## config.mk

```make
export PLATFORM = sky130hd
export DESIGN_NAME = accessFilter
export DESIGN_NICKNAME = d
export VERILOG_FILES = /design/src/ipcpPkg.sv /design/src/accessFilter.sv
export SDC_FILE = /design/constraint.sdc
export NUM_CORES = 1
export LEC_CHECK = 0
export BUFFER_PORTS_ARGS = -buffer_cell sky130_fd_sc_hd__buf_4
export CAP_MARGIN = 20
export CELL_PAD_IN_SITES_DETAIL_PLACEMENT = 1
export CELL_PAD_IN_SITES_GLOBAL_PLACEMENT = 1
export CORE_ASPECT_RATIO = 0.9
export CORE_MARGIN = 4
export CORE_UTILIZATION = 42
export DETAILED_ROUTE_END_ITERATION = 16
export GPL_TIMING_DRIVEN = 0
export PLACE_DENSITY_LB_ADDON = 0.1
export RECOVER_POWER = 50
export SKIP_LAST_GASP = 1
export SLEW_MARGIN = 20
export SYNTH_ARGS = -nofsm -noshare
export SYNTH_HDL_FRONTEND = slang
export SYNTH_SLANG_ARGS = --single-unit
```

## constraint.sdc

```tcl
create_clock -name clk -period 3.1 [get_ports clk]
set_clock_uncertainty 0.15 [all_clocks]
set_input_delay 0.62 -clock clk [delete_from_list [all_inputs] [get_ports clk]]
set_output_delay 0.62 -clock clk [all_outputs]
set_load 0.1 [all_outputs]
```

## src/ipcpPkg.sv

```systemverilog
`default_nettype none

package ipcpPkg;

    localparam int AddrWidth = 32;
    localparam int LineLsb = 5;                     // 32-byte lines
    localparam int LineWidth = AddrWidth - LineLsb;
    localparam int StrideWidth = 8;                 // Signed, in lines
    localparam int SigWidth = 7;

    localparam int ClassWidth = 2;
    localparam logic [ClassWidth-1:0] ClassNl = 2'd0;
    localparam logic [ClassWidth-1:0] ClassCs = 2'd1;
    localparam logic [ClassWidth-1:0] ClassCplx = 2'd2;
    localparam logic [ClassWidth-1:0] ClassGs = 2'd3;

    // Table geometry
    localparam int IpIndexWidth = 6;
    localparam int IpEntryWidth = 32;
    localparam int RegionIndexWidth = 4;
    localparam int RegionEntryWidth = 66;
    localparam int CsptIndexWidth = 7;
    localparam int CsptDataWidth = StrideWidth + 2; // Stride and 2-bit confidence

    // Lines per burst
    localparam int DegreeCs = 3;
    localparam int DegreeGs = 4;
    localparam int DegreeCplx = 1;
    localparam int DegreeWidth = $clog2(DegreeGs + 1);

    localparam int FilterDepth = 4;

endpackage

`default_nettype wire

```

## src/accessFilter.sv

```systemverilog
`default_nettype none

module accessFilter import ipcpPkg::*;
(
    input  logic                 clk,
    input  logic                 RST_vout,
    input  logic [AddrWidth-1:0] ip,
    input  logic [AddrWidth-1:0] addr,
    input  logic                 valid,
    output logic [AddrWidth-1:0] fIp,
    output logic [AddrWidth-1:0] fAddr,
    output logic                 fValid
);

    logic [LineWidth-1:0] histLine [FilterDepth];
    logic [FilterDepth-1:0] histValid;
    logic [$clog2(FilterDepth)-1:0] victim;
    logic [LineWidth-1:0] line;
    logic hit;
    logic accept;

    assign line = addr[AddrWidth-1:LineLsb];

    // Compare against every remembered line
    always_comb
    begin
        hit = 1'b0;
        for (int i = 0; i < FilterDepth; i++)
        begin
            if (histValid[i] && histLine[i] == line)
                hit = 1'b1;
        end
    end

    assign accept = valid && !hit;

    always_ff @(posedge clk)
    begin
        if (!RST_vout)
        begin
            histValid <= '0;
            victim <= '0;
            fValid <= 1'b0;
        end
        else
        begin
            fValid <= accept;
            if (accept)
            begin
                histValid[victim] <= 1'b1;
                victim <= victim + 1'b1;   // Round robin
            end
        end
    end

    always_ff @(posedge clk)
    begin
        if (accept)
        begin
            histLine[victim] <= line;
            fIp <= ip;
            fAddr <= addr;
        end
    end

endmodule

`default_nettype wire

```

==> summary by stage, run 1 <==
Flow run
The number of violations of the max-capacitance limit is 0.

STA
Setup violations remaining at the end of the flow were counted as 0. The slew at the pin closest to its max-slew limit is 1.198 ns. The number of max-slew violations in the final report is 0. The final number of hold-violating endpoints was 0. Based on the critical path, the design can be clocked at up to between 0.3 and 0.4 GHz.

The final clock period utilization by the worst path is between 90% and 100%. The worst pin sits at a relative slew slack of 20.50%. The clock period minus final worst setup slack is 2.972 ns. The tightest hold path in the finished design has a slack of roughly 0.24 ns.

Final layout
Leaving out filler cells and counting taps, the final layout contains ~730. In the layout the commonest cells are edfxtp_1 (172), xnor2_1 (77), buf_4 (61), clkbuf_4 (37), clkbuf_1 (35). The ratio of cells with drive above 1 in the final layout is 27.89%. In the final layout, flip-flops and latches occupy 5305 um2. The filler cell count in the final layout is about 1500.

The most frequent standard cell in the layout excluding fill and tap cells is edfxtp_1. 0 antenna diodes ended up in the layout. Summing all multi-input logic gate instances after layout gives 1418 um2. The net count of the finished layout is 585. The layout overhead on the synthesized area is 25.17%.

Synth
The post-synthesis instance area is between 6000 and 7000 um2. Synthesis instantiated 20 different standard cells from the library. Summed over all instances, the cell type with the most area after synthesis is edfxtp_1. Sorting the synthesized cells by area gives the leading types as edfxtp_1 (76%), xnor2_1 (9.9%), xor2_1 (3.1%), nand4_1 (2.2%), dfxtp_1 (2.1%). In the synthesized netlist, the number of instances is 364.

The post-synthesis sequential area ratio is 77.86%. When the netlist entered floorplanning its net count stood at 435. The average footprint of a synthesized cell is 18.72 um2.

The count of synthesis-stage warnings from yosys is 0. Of the post-synthesis cell area, the dominant cell type holds 75.80%. Synthesis inferred 179 register bits.

Drt
The number of iterations in the first detailed-routing pass is 4. The mean number of vias per cell is ~4.9. Dividing the detail-routed wire length by the instance count gives 19.71 um. Summing over every cut layer, the via total after detailed routing is 3550. After detailed routing, the number of remaining DRC violations is 0.

Wires add up to 14.37 mm. In this run, the number of DRC markers left after iteration 0 of detailed routing was ~220. The number of antenna-violating nets in the routed design is 0.

Clock network
The clock latency reported for the late side of the worst-skew pair is 0.43 ns. The cell at the root of the clock tree is clkbuf_16. The post-CTS clock slew at the launch and capture registers of the worst setup and hold paths is 0.07 ns. Post-CTS repair changed the size of 7 cells. The buffers inserted during post-CTS setup optimization is 0. Counting the buffers created by CTS gives 17. The number of sinks handled by clock tree synthesis is between 150 and 200. The number of buffers on the longest clock path is 2. The H-tree was split into 4 levels.

The hold buffer count at CTS is 0. The clock tree from TritonCTS is done.

Floorplan
The total I/O pin count is 132. The number of placement rows is 43. The die covers 18330 um2.

The vertical die dimension is 128.8 um. The die outline width is 142.3 um. The core area is 15660 um2. For this configuration, the core starts out at a cell density of 43.52%.

Setup path
The sort of element at the end of the critical path is a flop. The cell with the largest stage delay on the worst path is nor4_1. The data required time of the worst path is 3.08 ns. The worst setup path category is in -> reg.

The startpoint of the most critical setup path is addr[10]. The most frequent cell on the critical path is nand4_1. In this run the critical register-to-register path is launched from histLine[3][3]. The critical path data arrival time is 2.96 ns.

The startpoint type of the worst setup path is an input pin. The signal on the critical path passes through buf_4 > buf_6 > xnor2_1 > nand4_1 > nor4_1 > nand4_1 > nand4_2 > bufinv_16 > and2_4. Of all nets on the critical path, the largest fanout is 71. The delay of the slowest cell on the worst path is ~0.46 ns.

Global routing
For met1 alone, demand over resource in global routing was 20.88%. Entering global routing, the biggest net connects 72 pins. The residual overflow from global routing is 0.

The number of global-route vias before repair is 3930. The layer with the highest usage after global routing is met2. The global-route wire length before repair is roughly 22 mm. The met2 track demand over resource is 28.39%. The initial antenna violation count is 0.

The overall routing resource usage is 16.49%. Global routing consumed, on the met3 layer, between 4 and 5% of the routing resources.

Pwr
In this run the static leakage power is slightly below 3 nW. The worst-case IR drop observed on VDD is 0.0004101 V. For this design the ratio of total power to cell area is between 600 and 700 nW/um2.

Placement
The number of placed instances, taps included, is 697. Detailed placement ended at an HPWL of 9.666 mm. In this run the tool buffered the top-level ports with approximately 130 buffer cells. The congestion estimate from routability-driven global placement came to around 0.74.

Outcome
The flow ran to the end, and the final reports show no timing, DRC or antenna violations.

Min path
The hold path startpoint is ip[3]. The min-delay analysis places its worst path in the category in -> reg.
[area by class of cell]
type,instances,share of cell area [%]
plain buffers,9,1.027
flip-flops and latches,179,62.20
inverters,3,0.4401
well taps,202,2.963
clock inverters,14,1.643
multi-input cells,173,16.62
clock buffers,18,5.032
repair buffers,131,10.08
[worst paths after layout]
path / endpoint / slack (ns) / depth (start not counted)
max: histLine[0][21] / 0.13 / 9
min: fIp[3] / 0.24 / 1
min reg2reg: histValid[1] / 0.32 / 2
max reg2reg: histLine[0][21] / 0.16 / 7
[power by group]
part / leakage [nW] / internal, mW / switching, mW / total, mW
Sequential: 1.68 / 2.80 / 0.0464 / 2.85
Clock: 0.272 / 1.18 / 0.887 / 2.07
Combinational: 0.986 / 0.208 / 0.703 / 0.911
[cells in the mapped netlist (all sizes together)]
cell,count
nand4,25
nand2,12
and2,5
xor2,24
mux2i,2
nor3,2
clkbuf,1
buf,8
ha,4
dfxtp,7
nor4,10
edfxtp,172
xnor2,84
a22oi,1
inv,3
o21ai,4
[metrics by stage]
step                total power, mW  utilization (%)  setup WS, ns  TNS [ns]  area (um2)
floorplan                     3.565                -        0.1392         0        6819
global placement              3.827            51.45       -0.7638    -80.11        8055
detailed placement            3.849            51.45       -0.8533    -91.02        8055
CTS                           5.936            55.15       0.06662         0        8635
global route                  6.058            54.48      -0.02733    -1.136        8529
finish                        5.827            54.48        0.1281         0        8529
[state kept, by name (all words and copies together), names as in the netlist]
signal     count
victim         2
fValid         1
fAddr         32
histLine     108
histValid      4
fIp           32
[layer usage]
layer  part of all wire [%]  vias up
li1                       -     1654
met2                     52       69
met5                      0        -
met4                   0.48        0
met3                    3.8        7
met1                     44     1820
[critical path: cells and delay by family]
kind | cells | cell delay (ns)
buffers and inverters | 3 | 0.54
xor gates and xnor gates | 1 | 0.22
and+or+nand+nor | 5 | 1.46
[cell families (layout without fill, tap and decap cells)]
kind of cell    Yosys count  count (layout)  share of synthesized area (%)
compound gates            5               5                         0.4040
xor+xnor                108             108                          14.65
fa+ha+maj                 4               4                         0.7345
buf+inv                  12             175                          1.487
flops                   179             179                          77.86
mux                       2               2                         0.2938
simple gates             54              54                          4.572
No activity file was read; power rests on OpenSTA's default activity.
==> run 2, diff against run 1 <==
CORE_ASPECT_RATIO = not set   (was 0.9)
CORE_UTILIZATION = 25   (was 42)
==> summary by stage, run 2 (synthesis results as in run 1) <==
Placement
The final estimated routing congestion in global placement is 0.6684 (-9.6%). The HPWL after detailed placement is 10.63 mm (+9.9%). The cell count after placement came to 836 (+20%). The number of port buffers is 131 (unchanged).

Clock network
The CTS buffer count came to 17 (unchanged). The cell at the root of the clock tree is clkbuf_16. The post-CTS clock slew at the launch and capture registers of the worst setup and hold paths is 0.07 ns (about the same).

TritonCTS built the clock tree. The number of sinks handled by clock tree synthesis came to 179 (unchanged). The count of cells resized by post-cts repair is 7 (unchanged). The buffers inserted during post-CTS setup optimization is 0 (unchanged). The hold buffer count at CTS is 0 (unchanged). The number of buffers on the longest clock path was 2 (unchanged). The clock latency reported for the late side of the worst-skew pair is 0.43 ns (about the same). The H-tree depth is 4 (unchanged).

Final layout
The final antenna diode count is 0 (unchanged). The net count of the finished layout is 585 (unchanged). The number of cells in the finished layout apart from fillers is 868 (+19%). The register with the most flip-flops in the final layout is histLine. Leaving out fill and tap cells, the most frequent cell in the layout is edfxtp_1. The largest registers in the layout are histLine (108), fAddr (32), fIp (32). The top cell types in the final layout, fill and taps aside, are edfxtp_1 (172), xnor2_1 (77), buf_4 (55), clkbuf_1 (41), clkbuf_4 (37). The filler cell count in the final layout is 2770 (+89%).

The area growth from synthesis to layout is 28.44%. The number of flip-flops under the largest register name is 108 (unchanged). The ratio of cells with drive above 1 in the final layout is 27.51% (-0.38 points).

Setup path
STA classifies the critical path endpoint as a flop. The worst setup path category is in -> reg. The delay of the slowest cell on the worst path is 0.43 ns (-0.03 ns). The largest individual stage delay along the critical path comes from the cell nor4_2. Traced cell by cell, the critical path runs through clkbuf_1 > buf_6 > xnor2_2 > nand4_1 > nor4_2 > nand4_1 > nand4_2 > bufinv_16 > and2_4. The maximum fanout encountered on the critical timing path was 71 (unchanged).

The critical path data arrival time came to 2.87 ns (-0.09 ns). In this design, the largest share of critical-path delay is due to simple AND/OR/NAND/NOR gates. The sum of buffers and inverters on the critical path is 3 (unchanged). The startpoint type of the worst setup path is an input pin. The data required time of the worst path was 3.08 ns (about the same). By instance count, the cell type seen most on the critical path is nand4_1.

Floorplan
The effective utilization at floorplan is 25.35% (-18 points). The total I/O pin count was 132 (unchanged). The vertical die dimension is 173.1 um (+34%). The number of placement rows was 60 (+40%).

The die outline width is 173.1 um (+22%). The full die area is 29960 um2 (+63%). The core area came to 26880 um2 (+72%).

Global routing
The number of global-route vias before repair was 3773 (-4.0%). The global-route wire length before repair was 23.79 mm (+6.7%). The initial antenna violation count came to 0 (unchanged). The residual overflow from global routing is 0 (unchanged).

The largest net degree at the start of global routing came to 72 (unchanged). The overall routing resource usage is 10.58% (-5.9 points).

Pwr
The sequential share of power is 46.9% (-2.0 points). The maximum vdd drop is 0.0002738 V (-33%). The power share of the clock group is 38.1% (+2.6 points).

The leakage power total was 2.941 nW (+0.23%). The power dissipated by switching net loads is 1.704 mW (+4.1%). The share of total power consumed by net switching was 28.07% (about the same). The cell internal power dissipation is 4.365 mW (+4.2%). The combinational power share is 15.0% (-0.6 points). The total power divided by cell area is 693.4 nW/um2 (+1.5%).

STA
The clock period minus final worst setup slack is 2.892 ns (-0.08020 ns). The maximum clock rate is 0.3458 GHz (+2.8%). The worst slew slack as a fraction of its limit was 19.67% (-0.84 points). The aggregate negative setup slack is 0 ns (unchanged). The number of failing setup endpoints in the final timing report came to 0 (unchanged). The slew at the pin closest to its max-slew limit was 1.210 ns (+0.01258 ns). Setup repair after global routing left no endpoint under its margin.

The number of max-slew violations in the final report is 0 (unchanged). The final clock period utilization by the worst path is 93.28% (-2.6 points). The final number of hold-violating endpoints is 0 (unchanged).

Drt
The mean number of vias per cell was 3.983 (-18%). The starting DRC count in detailed routing is 157 (-28%). The number of antenna-violating nets in the routed design is 0 (unchanged).

The total via count in the routed design is 3457 (-2.6%). The remaining routing DRC violations is 0 (unchanged). The routed length per placed instance is 17.89 um (-9.3%). The aggregate routed wire length is 15.53 mm (+8.0%). The number of iterations in the first detailed-routing pass is 4 (unchanged).

Outcome
The flow ran to the end, and the final reports show no timing, DRC or antenna violations.

Flow run
The number of violations of the max-capacitance limit is 0 (unchanged).

Min path
The path category of the worst min-delay check is in -> reg.
run 2: cell types whose count changed in the layout (fill, tap and decap cells not counted), moves of 3 or more:
cell and change:
buf_4 -6, clkbuf_1 +6, clkinv_4 -3, inv_6 +3
run 2: stage by stage:
step | util [%] | worst slack, ns | hold WS [ns] | area [um2] | total power [mW]
after CTS | 32.99 | 0.05501 | 0.1827 | 8867 | 6.212
after detailed placement | 30.62 | -0.9592 | 0.3076 | 8229 | 3.860
after global routing | 32.57 | 0.04380 | 0.2092 | 8752 | 6.298
after floorplan | - | 0.1392 | 0.2747 | 6819 | 3.565
final | 32.57 | 0.2083 | 0.2325 | 8752 | 6.069
after global placement | 30.62 | -0.9153 | 0.3081 | 8229 | 3.847
run 2: worst paths after layout:
kind,start,end,slack (ns),cells after the start
setup / recovery,addr[19],histLine[3][14],0.21,9
hold / removal,ip[13],fIp[13],0.23,1
setup reg to reg,histLine[3][3],histLine[1][14],0.28,7
hold reg to reg,histValid[2],histValid[2],0.32,2
run 2: power by group through the flow:
stage	Sequential (mW)	Clock (mW)	Combinational, mW
3_5_place_dp	2.90	0	0.956
2_1_floorplan	3.39	0	0.174
3_3_place_gp	2.90	0	0.950
4_1_cts	2.85	2.40	0.962
5_1_grt	2.86	2.48	0.957
6_report	2.84	2.32	0.909
run 2: cell type report:
| cell class | instances | area [um2] | area share [%] |
|---|---|---|---|
| plain buffers | 9 | 87.58 | 1.001 |
| clock buffers | 18 | 429.2 | 4.904 |
| clock inverters | 14 | 198.9 | 2.273 |
| inverters | 3 | 37.54 | 0.4289 |
| multi-input cells | 173 | 1430 | 16.34 |
| flip-flops and latches | 179 | 5305 | 60.61 |
| well taps | 341 | 426.7 | 4.875 |
| repair buffers | 131 | 837.1 | 9.564 |
run 2: layer usage:
| metal | wire, um | vias up | global-route usage [%] |
|---|---|---|---|
| li1 | - | 1654 | - |
| met1 | 6930 | 1745 | 13.34 |
| met2 | 8043 | 47 | 17.88 |
| met3 | 370 | 11 | 2.164 |
| met4 | 182 | 0 | 4.190 |
| met5 | 0 | - | 0 |
