## src/ipcpPkg.sv

```systemverilog
`default_nettype none

package ipcpPkg;

    localparam int AddrWidth = 32;
    localparam int LineLsb = 5;                     // 32-byte lines
    localparam int LineWidth = AddrWidth - LineLsb;
    localparam int StrideWidth = 8;                 // Signed, in lines
    localparam int SigWidth = 7;

    localparam int ClassWidth = 2;
    localparam logic [ClassWidth-1:0] ClassNl = 2'd0;
    localparam logic [ClassWidth-1:0] ClassCs = 2'd1;
    localparam logic [ClassWidth-1:0] ClassCplx = 2'd2;
    localparam logic [ClassWidth-1:0] ClassGs = 2'd3;

    // Table geometry
    localparam int IpIndexWidth = 6;
    localparam int IpEntryWidth = 32;
    localparam int RegionIndexWidth = 4;
    localparam int RegionEntryWidth = 66;
    localparam int CsptIndexWidth = 7;
    localparam int CsptDataWidth = StrideWidth + 2; // Stride and 2-bit confidence

    // Lines per burst
    localparam int DegreeCs = 3;
    localparam int DegreeGs = 4;
    localparam int DegreeCplx = 1;
    localparam int DegreeWidth = $clog2(DegreeGs + 1);

    localparam int FilterDepth = 4;

endpackage

`default_nettype wire

```

## src/classifyIf.sv

```systemverilog
`default_nettype none

interface classifyIf import ipcpPkg::*;
();

    logic                   valid;      // One-cycle strobe, never with ClassNl
    logic [LineWidth-1:0]   lineBase;
    logic [StrideWidth-1:0] stride;
    logic [ClassWidth-1:0]  classCode;
    logic [SigWidth-1:0]    ipSig;

    modport producer
    (
        output valid,
        output lineBase,
        output stride,
        output classCode,
        output ipSig
    );

    modport consumer
    (
        input valid,
        input lineBase,
        input stride,
        input classCode,
        input ipSig
    );

endinterface

`default_nettype wire

```

## src/prefetchIssue.sv

```systemverilog
`default_nettype none

module prefetchIssue import ipcpPkg::*;
(
    input  logic                  clk,
    input  logic                  RST_vout,
    classifyIf.consumer           cls,
    output logic [LineWidth-1:0]  prefetchAddr,
    output logic                  prefetchValid,
    output logic [ClassWidth-1:0] prefetchClass
);

    logic [LineWidth-1:0] strideExt;
    logic [LineWidth-1:0] step;
    logic [DegreeWidth-1:0] degree;
    logic [DegreeWidth-1:0] remaining;

    assign strideExt = {{(LineWidth - StrideWidth){cls.stride[StrideWidth-1]}}, cls.stride};

    // Burst length per class
    always_comb
    begin
        case (cls.classCode)
            ClassCs: degree = DegreeWidth'(DegreeCs);
            ClassGs: degree = DegreeWidth'(DegreeGs);
            default: degree = DegreeWidth'(DegreeCplx);
        endcase
    end

    always_ff @(posedge clk)
    begin
        if (!RST_vout)
        begin
            prefetchValid <= 1'b0;
            remaining <= '0;
        end
        else if (cls.valid)
        begin
            prefetchValid <= 1'b1;   // New job replaces a running burst
            remaining <= degree - 1'b1;
        end
        else if (remaining != '0)
        begin
            prefetchValid <= 1'b1;
            remaining <= remaining - 1'b1;
        end
        else
            prefetchValid <= 1'b0;
    end

    always_ff @(posedge clk)
    begin
        if (cls.valid)
        begin
            prefetchAddr <= cls.lineBase + strideExt;   // First line past the access
            step <= strideExt;
            prefetchClass <= cls.classCode;
        end
        else if (remaining != '0)
            prefetchAddr <= prefetchAddr + step;
    end

endmodule

`default_nettype wire

```

## src/flat_wrapper.sv

```systemverilog
// flat-port wrapper written by rule: the top's interface ports become plain ports
module prefetchIssue_flat import ipcpPkg::*;
  (clk, RST_vout, prefetchAddr, prefetchValid, prefetchClass, cls_valid, cls_lineBase, cls_stride, cls_classCode, cls_ipSig);
  classifyIf cls_i ();
  input  logic clk;
  input  logic RST_vout;
  output logic [LineWidth-1:0] prefetchAddr;
  output logic prefetchValid;
  output logic [ClassWidth-1:0] prefetchClass;
  input wire logic [$bits(cls_i.valid)-1:0] cls_valid;
  input wire logic [$bits(cls_i.lineBase)-1:0] cls_lineBase;
  input wire logic [$bits(cls_i.stride)-1:0] cls_stride;
  input wire logic [$bits(cls_i.classCode)-1:0] cls_classCode;
  input wire logic [$bits(cls_i.ipSig)-1:0] cls_ipSig;
  assign cls_i.valid = cls_valid;
  assign cls_i.lineBase = cls_lineBase;
  assign cls_i.stride = cls_stride;
  assign cls_i.classCode = cls_classCode;
  assign cls_i.ipSig = cls_ipSig;
  prefetchIssue u_core (.clk(clk), .RST_vout(RST_vout), .cls(cls_i), .prefetchAddr(prefetchAddr), .prefetchValid(prefetchValid), .prefetchClass(prefetchClass));
endmodule
```

## config.mk

```make
export PLATFORM = sky130hd
export DESIGN_NAME = prefetchIssue_flat
export DESIGN_NICKNAME = d
export VERILOG_FILES = /design/src/ipcpPkg.sv /design/src/classifyIf.sv /design/src/prefetchIssue.sv /design/src/flat_wrapper.sv
export SDC_FILE = /design/constraint.sdc
export NUM_CORES = 1
export LEC_CHECK = 0
export ABC_AREA = 0
export BUFFER_PORTS_ARGS = -buffer_cell sky130_fd_sc_hd__buf_2
export CORE_ASPECT_RATIO = 1.25
export CORE_MARGIN = 5
export CORE_UTILIZATION = 62
export CTS_CLUSTER_DIAMETER = 40
export DETAILED_ROUTE_END_ITERATION = 16
export HOLD_SLACK_MARGIN = 0.12
export PLACE_DENSITY = 0.88
export SLEW_MARGIN = 30
export SYNTH_ARGS = -nofsm -noshare
export SYNTH_HDL_FRONTEND = slang
export SYNTH_SLANG_ARGS = --single-unit
```

## constraint.sdc

```tcl
create_clock -name clk -period 7.4 [get_ports clk]
set_input_delay 1.48 -clock clk [delete_from_list [all_inputs] [get_ports clk]]
set_output_delay 1.48 -clock clk [all_outputs]
set_load 0.1 [all_outputs]
```

==> run metrics, run 1 <==
status=completed; worst slew pin tran=0.942 ns; Resize count post-CTS=0; Tcrit/Tclk final=0.511; die area=~8600 um^2; Post-Syn Nets=between 500 and 600; grt total ovfl=0; slowest stage cell, crit path=buf_2; filler instances=between 500 and 600; worst path required time=around 7.4 ns; GRT Overall Usage=0.259; Slew headroom=0.372; FF/Latch Area=between 1000 and 1500 um^2; area taken by multi-input logic gates=2920 um^2; Synth top area share=0.264; Post-DP HPWL=~8400 um; Layout Nets=around 640; Setup CP Type=input port to flip-flop; register area share after synthesis=0.283; First-pass DRT Iterations=5; Area contributors post-synth=edfxtp_1, ha_1, a21oi_1; Setup TNS=0 ns; initial antenna violation count=0; RePlAce Congestion=between 0.9 and 1; post-route ant nets=0; area grow syn2layout=11.9%; fin crit period=approximately 3.8 ns; clock sinks=41; max_cap viols=0; most used cell, CP=a21oi_1; register bit total from synthesis=41; CTS tree=built; worst skew pair latency=roughly 0.30 ns; drt wl/cell=17.2 um; worst vdd ir=slightly below 0.3 mV; core area=about 6600 um^2; clk slew on worst S/H paths=around 0.080 ns; Critical Path Fanout Max=21; CTS root buf=clkbuf_8; crit path DAT=3.81 ns; Power Dens Cells=between 400 and 500 nW/um^2; Mapped Cells=about 470; port bufs=69; Mapped Avg Cell Area=between 8 and 9 um^2; Leak Pwr=about 2.1 nW; leading area contributor after synthesis=edfxtp_1; first-pass GRT wire length=between 15,000 and 20,000 um; HP Class=flip-flop to flip-flop; EDFF count, synth=37; row cnt=33; Via density=6.27; unrepaired setup endpoints after global routing=no; hold_buf cts=0; Post-Syn Area=between 4000 and 5000 um^2; crit end category=flip-flop; Setup Viol. Count Final=0; Chip Height=~100 um; CP cell instances=buf_2 -> ha_1 -> a21oi_1 -> nor3b_1 -> a211oi_1 -> a21oi_1 -> nor3_1 -> o21ai_0 -> xnor2_1 -> mux2i_1; clock buffer count from CTS=5; Die Span X=83.8 um; layout cell share with drive strength beyond 1=0.165; clk_skew=roughly 0.011 ns; post-route insts no fill=around 630; Netlist cell types=54; Synth Warn #=0; initial DRC count=~230; total number of vias=3,921; Longest Clk Path Bufs=2; final hold violations=0; pin count of the biggest net entering global routing=52; initial core utilization=0.638; Setup Fix Bufs, Post-CTS=0; placed cells=a little over 600; vias in the first global route=3,984; slowest stage delay, CP=0.38 ns; fmax=~260 MHz; ys flop type=edfxtp_1; drt total wl=around 11,000 um; # IOs=77; crit path launch type=input port; DRC Markers=0; # diodes=0; asr flop ratio synth=0; Slew Limit Fails=0; H-tree depth=2
[worst paths after layout]
check / slack (ns) / end / startpoint / cells past startpoint
worst min register to register: 0.63 / u_core.remaining[0] / u_core.remaining[0] / 2
worst max-delay path: 3.62 / u_core.prefetchAddr[24] / cls_stride[7] / 10
worst max register to register: 3.98 / u_core.prefetchAddr[23] / u_core.step[7] / 9
worst min-delay path: 0.63 / u_core.remaining[0] / u_core.remaining[0] / 2
[routing by layer]
metal,up-vias,share of wire,GRT usage
li1,1895,-,-
met4,0,0.030,0.113
met3,28,0.052,0.0371
met1,1854,0.40,0.304
met5,-,0,0
met2,144,0.52,0.472
[cells by family (layout without fill, tap and decap cells)]
group | after synthesis | in the layout | share of synthesized area
AOI/OAI and AO/OA | 170 | 170 | 0.274
xor gates and xnor gates | 48 | 48 | 0.0997
adders and majority gates | 55 | 55 | 0.167
buffers and inverters | 28 | 95 | 0.0249
DFF | 41 | 41 | 0.283
muxes | 7 | 7 | 0.0169
and+or+nand+nor | 122 | 122 | 0.135
[critical path: cells and delay by family]
kind	cells	cell delay [ns]
AO/OA/AOI/OAI	4	0.86
AND/OR/NAND/NOR	2	0.46
buffers and inverters	1	0.38
adder cells (fa/ha/maj)	1	0.36
XOR/XNOR	1	0.17
multiplexers	1	0.09
[power by group]
| part | leakage, nW | internal (mW) | switching, mW | total [mW] |
|---|---|---|---|---|
| Sequential | 0.405 | 0.362 | 0.0490 | 0.411 |
| Clock | 0.0450 | 0.0655 | 0.0820 | 0.148 |
| Combinational | 1.63 | 0.425 | 1.06 | 1.48 |
| Total | 2.08 | 0.853 | 1.19 | 2.04 |
[metrics by stage]
step                      hold WS [ns]  setup slack (ns)   util  power [mW]  cell area (um^2)
after floorplan                  0.572              3.76      -        1.63              4220
after global placement           0.600              3.36  0.702        1.84              4640
after detailed placement         0.623              3.34  0.702        1.88              4640
after CTS                        0.641              3.63  0.714        2.03              4720
after global routing             0.661              3.36  0.714        2.16              4720
final                            0.635              3.62  0.714        2.04              4720
[sequential cells by signal, summed over array words and instances (netlist names)]
name and cells:
u_core.prefetchAddr 27, u_core.prefetchClass 2, u_core.step 8, u_core.prefetchValid 1
u_core.remaining 3
[layout make-up]
cell class | count | share of cell area
repair buffers | 70 | 0.0748
inverters | 17 | 0.0135
clock buffers | 6 | 0.0154
well taps | 87 | 0.0231
flip-flops and latches | 41 | 0.252
clock inverters | 2 | 0.00212
multi-input cells | 402 | 0.619
[layout by cell type (no fill, tap or decap), types with 5 or more instances in the layout]
master    instances
ha_1             53
o211ai_1         10
and3_1            5
nand2_1          46
mux2i_1           6
o21ai_0          34
nand2b_1          7
xnor2_1          32
nor2b_1           7
a31oi_1           5
buf_2            69
o21a_1            8
o21ai_1           5
inv_1            17
nand3_1           9
nor2_1           30
a21o_1           17
xor2_1           16
a21oi_1          59
edfxtp_1         37
clkbuf_8          5
[Yosys cell counts, drive strengths merged (9+ instances only)]
| library cell | number |
|---|---|
| a21oi | 59 |
| ha | 53 |
| nand2 | 46 |
| o21ai | 40 |
| edfxtp | 37 |
| xnor2 | 32 |
| nor2 | 30 |
| a21o | 18 |
| inv | 17 |
| xor2 | 16 |
| clkbuf | 10 |
| o211ai | 10 |
| nand3 | 9 |
Power figures use the tool's default switching activity.
==> run 2, diff against run 1 <==
--- a/config.mk
+++ b/config.mk
@@ -5,15 +5,15 @@
 export SDC_FILE = /design/constraint.sdc
 export NUM_CORES = 1
 export LEC_CHECK = 0
-export ABC_AREA = 0
+export ABC_AREA = 1
 export BUFFER_PORTS_ARGS = -buffer_cell sky130_fd_sc_hd__buf_2
 export CORE_ASPECT_RATIO = 1.25
 export CORE_MARGIN = 5
-export CORE_UTILIZATION = 62
+export CORE_UTILIZATION = 60
 export CTS_CLUSTER_DIAMETER = 40
 export DETAILED_ROUTE_END_ITERATION = 16
 export HOLD_SLACK_MARGIN = 0.12
-export PLACE_DENSITY = 0.88
+export PLACE_DENSITY = 0.83
 export SLEW_MARGIN = 30
 export SYNTH_ARGS = -nofsm -noshare
 export SYNTH_HDL_FRONTEND = slang
==> constraint.sdc (replaced) <==
create_clock -name clk -period 3.5 [get_ports clk]
set_input_delay 0.7 -clock clk [delete_from_list [all_inputs] [get_ports clk]]
set_output_delay 0.7 -clock clk [all_outputs]
set_load 0.1 [all_outputs]
==> run metrics, run 2 <==
GRT Overall Usage=0.271; First-pass DRT Iterations=5; clk slew on worst S/H paths=approximately 0.060 ns; Internal=1.67 mW; CTS tree=built; Post-Syn Area=about 5500 um^2; Layout Nets=1,114; final hold violations=0; register area share after synthesis=0.218; drt wl/cell=about 12 um; grt total ovfl=0; post-route ant nets=0; commonest cells in the netlist=nand2_1, inv_1, nand3_1; Clk pwr share=0.141; Longest Clk Path Bufs=2; worst skew pair latency=about 0.29 ns; Critical Path Fanout Max=20; count leader, synth=nand2_1; crit path DAT=2.59 ns; fin crit period=~2.6 ns; Resize count post-CTS=0; # diodes=0; worst vdd ir=about 0.28 mV; sequential fraction of design power=0.201; worst hold stages=3; Setup TNS=0 ns; initial DRC count=between 200 and 300; register bit total from synthesis=between 40 and 50; unrepaired setup endpoints after global routing=no; most used cell, CP=nand2_1; CTS root buf=clkbuf_16; Netlist cell types=34; vias in the first global route=around 5,500; first-pass GRT wire length=approximately 24,000 um; area grow syn2layout=12.2%; biggest regs=u_core.prefetchAddr: 27 flops, u_core.step: 8 flops, u_core.remaining: 3 flops; capture point of the worst reg-to-reg path=u_core.prefetchAddr[10]; Setup Fix Bufs, Post-CTS=0; Setup Viol. Count Final=0; Slew Limit Fails=0; fmax=391 MHz; Min-Delay Endpoint=u_core.remaining[2]; Post-DP HPWL=between 10,000 and 15,000 um; largest register by flop count=u_core.prefetchAddr; clk_skew=about 0.0081 ns; Tcrit/Tclk final=0.731; # IOs=77; status=completed; Post-Syn Nets=roughly 1,000; layout cell share with drive strength beyond 1=0.103; DRC Markers=0; Power, Total=3.83 mW; pin count of the biggest net entering global routing=40; leading area contributor after synthesis=nand2_1; core area=around 9000 um^2; Setup CP Type=flip-flop to flip-flop; RePlAce Congestion=0.969; max reg flops=27; asr flop ratio synth=0; Mapped Avg Cell Area=approximately 5.8 um^2; hold path startpoint=u_core.remaining[2]; Area contributors post-synth=nand2_1, edfxtp_1, inv_1; switching share of power=0.564; FF-to-FF setup slack=about 0.94 ns; Synth Warn #=0; Mapped Cells=roughly 940; initial core utilization=0.606; hold_buf cts=0; crit end category=flip-flop; combinational power share=0.658; total number of vias=about 5,800; WHS=0.558 ns; Die Span X=95.4 um; initial antenna violation count=0; ys flop type=edfxtp_1; die area=11,100 um^2; slowest stage delay, CP=between 0.8 and 0.9 ns; crit path launch type=flip-flop; EDFF count, synth=37; R2R Path Start=u_core.step[7]; most frequent cells in the layout=nand2_1, inv_1, nand3_1, buf_2, nor2_1; clock buffer count from CTS=5; switching power=approximately 2.2 mW; Power Dens Cells=625 nW/um^2; max_cap viols=0; HP Class=flip-flop to flip-flop; worst slew pin tran=0.803 ns; Via density=about 5; Slew headroom=0.465; R2R cell count=9; drt total wl=between 10,000 and 15,000 um; row cnt=39; port bufs=just under 70; Synth top area share=0.253; worst path required time=3.53 ns; Leak Pwr=between 3 and 4 nW; clock sinks=between 40 and 50; H-tree depth=2; leading cell type in the layout, fill and taps excluded=nand2_1; CP cell instances=ha_1 -> nand2_1 -> inv_1 -> nand2_1 -> nand2_1 -> inv_1 -> nand3_2 -> o21ai_0 -> o21ai_0; Chip Height=117 um; slowest stage cell, crit path=edfxtp_1
## run 2: cell count changes in the layout (fill, tap and decap cells not counted), moves of 11 or more
| cell | change |
|---|---|
| nor2_2 | +11 |
| a21o_1 | -15 |
| nand4_1 | +13 |
| nand2_1 | +322 |
| a21oi_1 | -17 |
| xor2_1 | -11 |
| nor2_1 | +38 |
| xnor2_1 | -29 |
| inv_1 | +171 |
| nand3_1 | +67 |
## run 2: how the worst max path moves through the flow
stage	cells past startpoint	end	slack, ns	start
final	9	u_core.prefetchAddr[10]	0.94	u_core.step[7]
after global routing	10	u_core.prefetchAddr[20]	0.75	u_core.step[7]
after CTS	9	u_core.prefetchAddr[10]	0.98	u_core.step[7]
after detailed placement	14	u_core.prefetchAddr[14]	0.79	cls_stride[0]
after global placement	14	u_core.prefetchAddr[14]	0.84	cls_stride[0]
after floorplan	13	u_core.prefetchAddr[16]	0.87	u_core.prefetchAddr[0]
## run 2: layout make-up
class,count,area [um^2]
fill,861,2890
tap,123,154
sequential,41,1190
multi-input combinational,703,3540
timing repair buffer,72,368
clock buffer,6,129
inverter,189,709
clock inverter,2,38.8
## run 2: cells by family after synthesis
family,synth area share
xor gates and xnor gates,0.0128
DFF,0.218
AOI/OAI and AO/OA,0.0750
and+or+nand+nor,0.430
adders and majority gates,0.129
buffers and inverters,0.134
muxes,0.00183
## run 2: stage by stage
stage          cells  instance area, um^2  setup WS, ns  utilization
2_1_floorplan    939                 5470         0.867            -
5_1_grt         1136                 6130         0.748        0.680
6_report        1136                 6130         0.940        0.680
3_3_place_gp    1128                 5970         0.839        0.661
3_5_place_dp    1128                 5970         0.791        0.661
4_1_cts         1136                 6130         0.978        0.680
## run 2: routing by layer
metal / track usage / vias up / wire (um)
met3: 0.0238 / 32 / 621
met2: 0.492 / 136 / 7100
met1: 0.327 / 2552 / 5950
met5: 0 / - / 0
li1: - / 3088 / -
met4: 0.111 / 0 / 451
## run 2: worst max-delay path, delay by kind of cell (launching register included)
family	cells	cell delay, ns
flops	1	0.87
simple gates	4	0.49
fa+ha+maj	1	0.43
compound gates	2	0.36
buf+inv	2	0.15
## run 2: power groups by stage
| stage | combinational (mW) | sequential, mW | clock [mW] |
|---|---|---|---|
| finish | 2.52 | 0.771 | 0.541 |
| global route | 2.79 | 0.782 | 0.561 |
| CTS | 2.51 | 0.771 | 0.541 |
| detailed placement | 2.49 | 0.781 | 0 |
| global placement | 2.46 | 0.782 | 0 |
| floorplan | 1.27 | 1.53 | 0 |
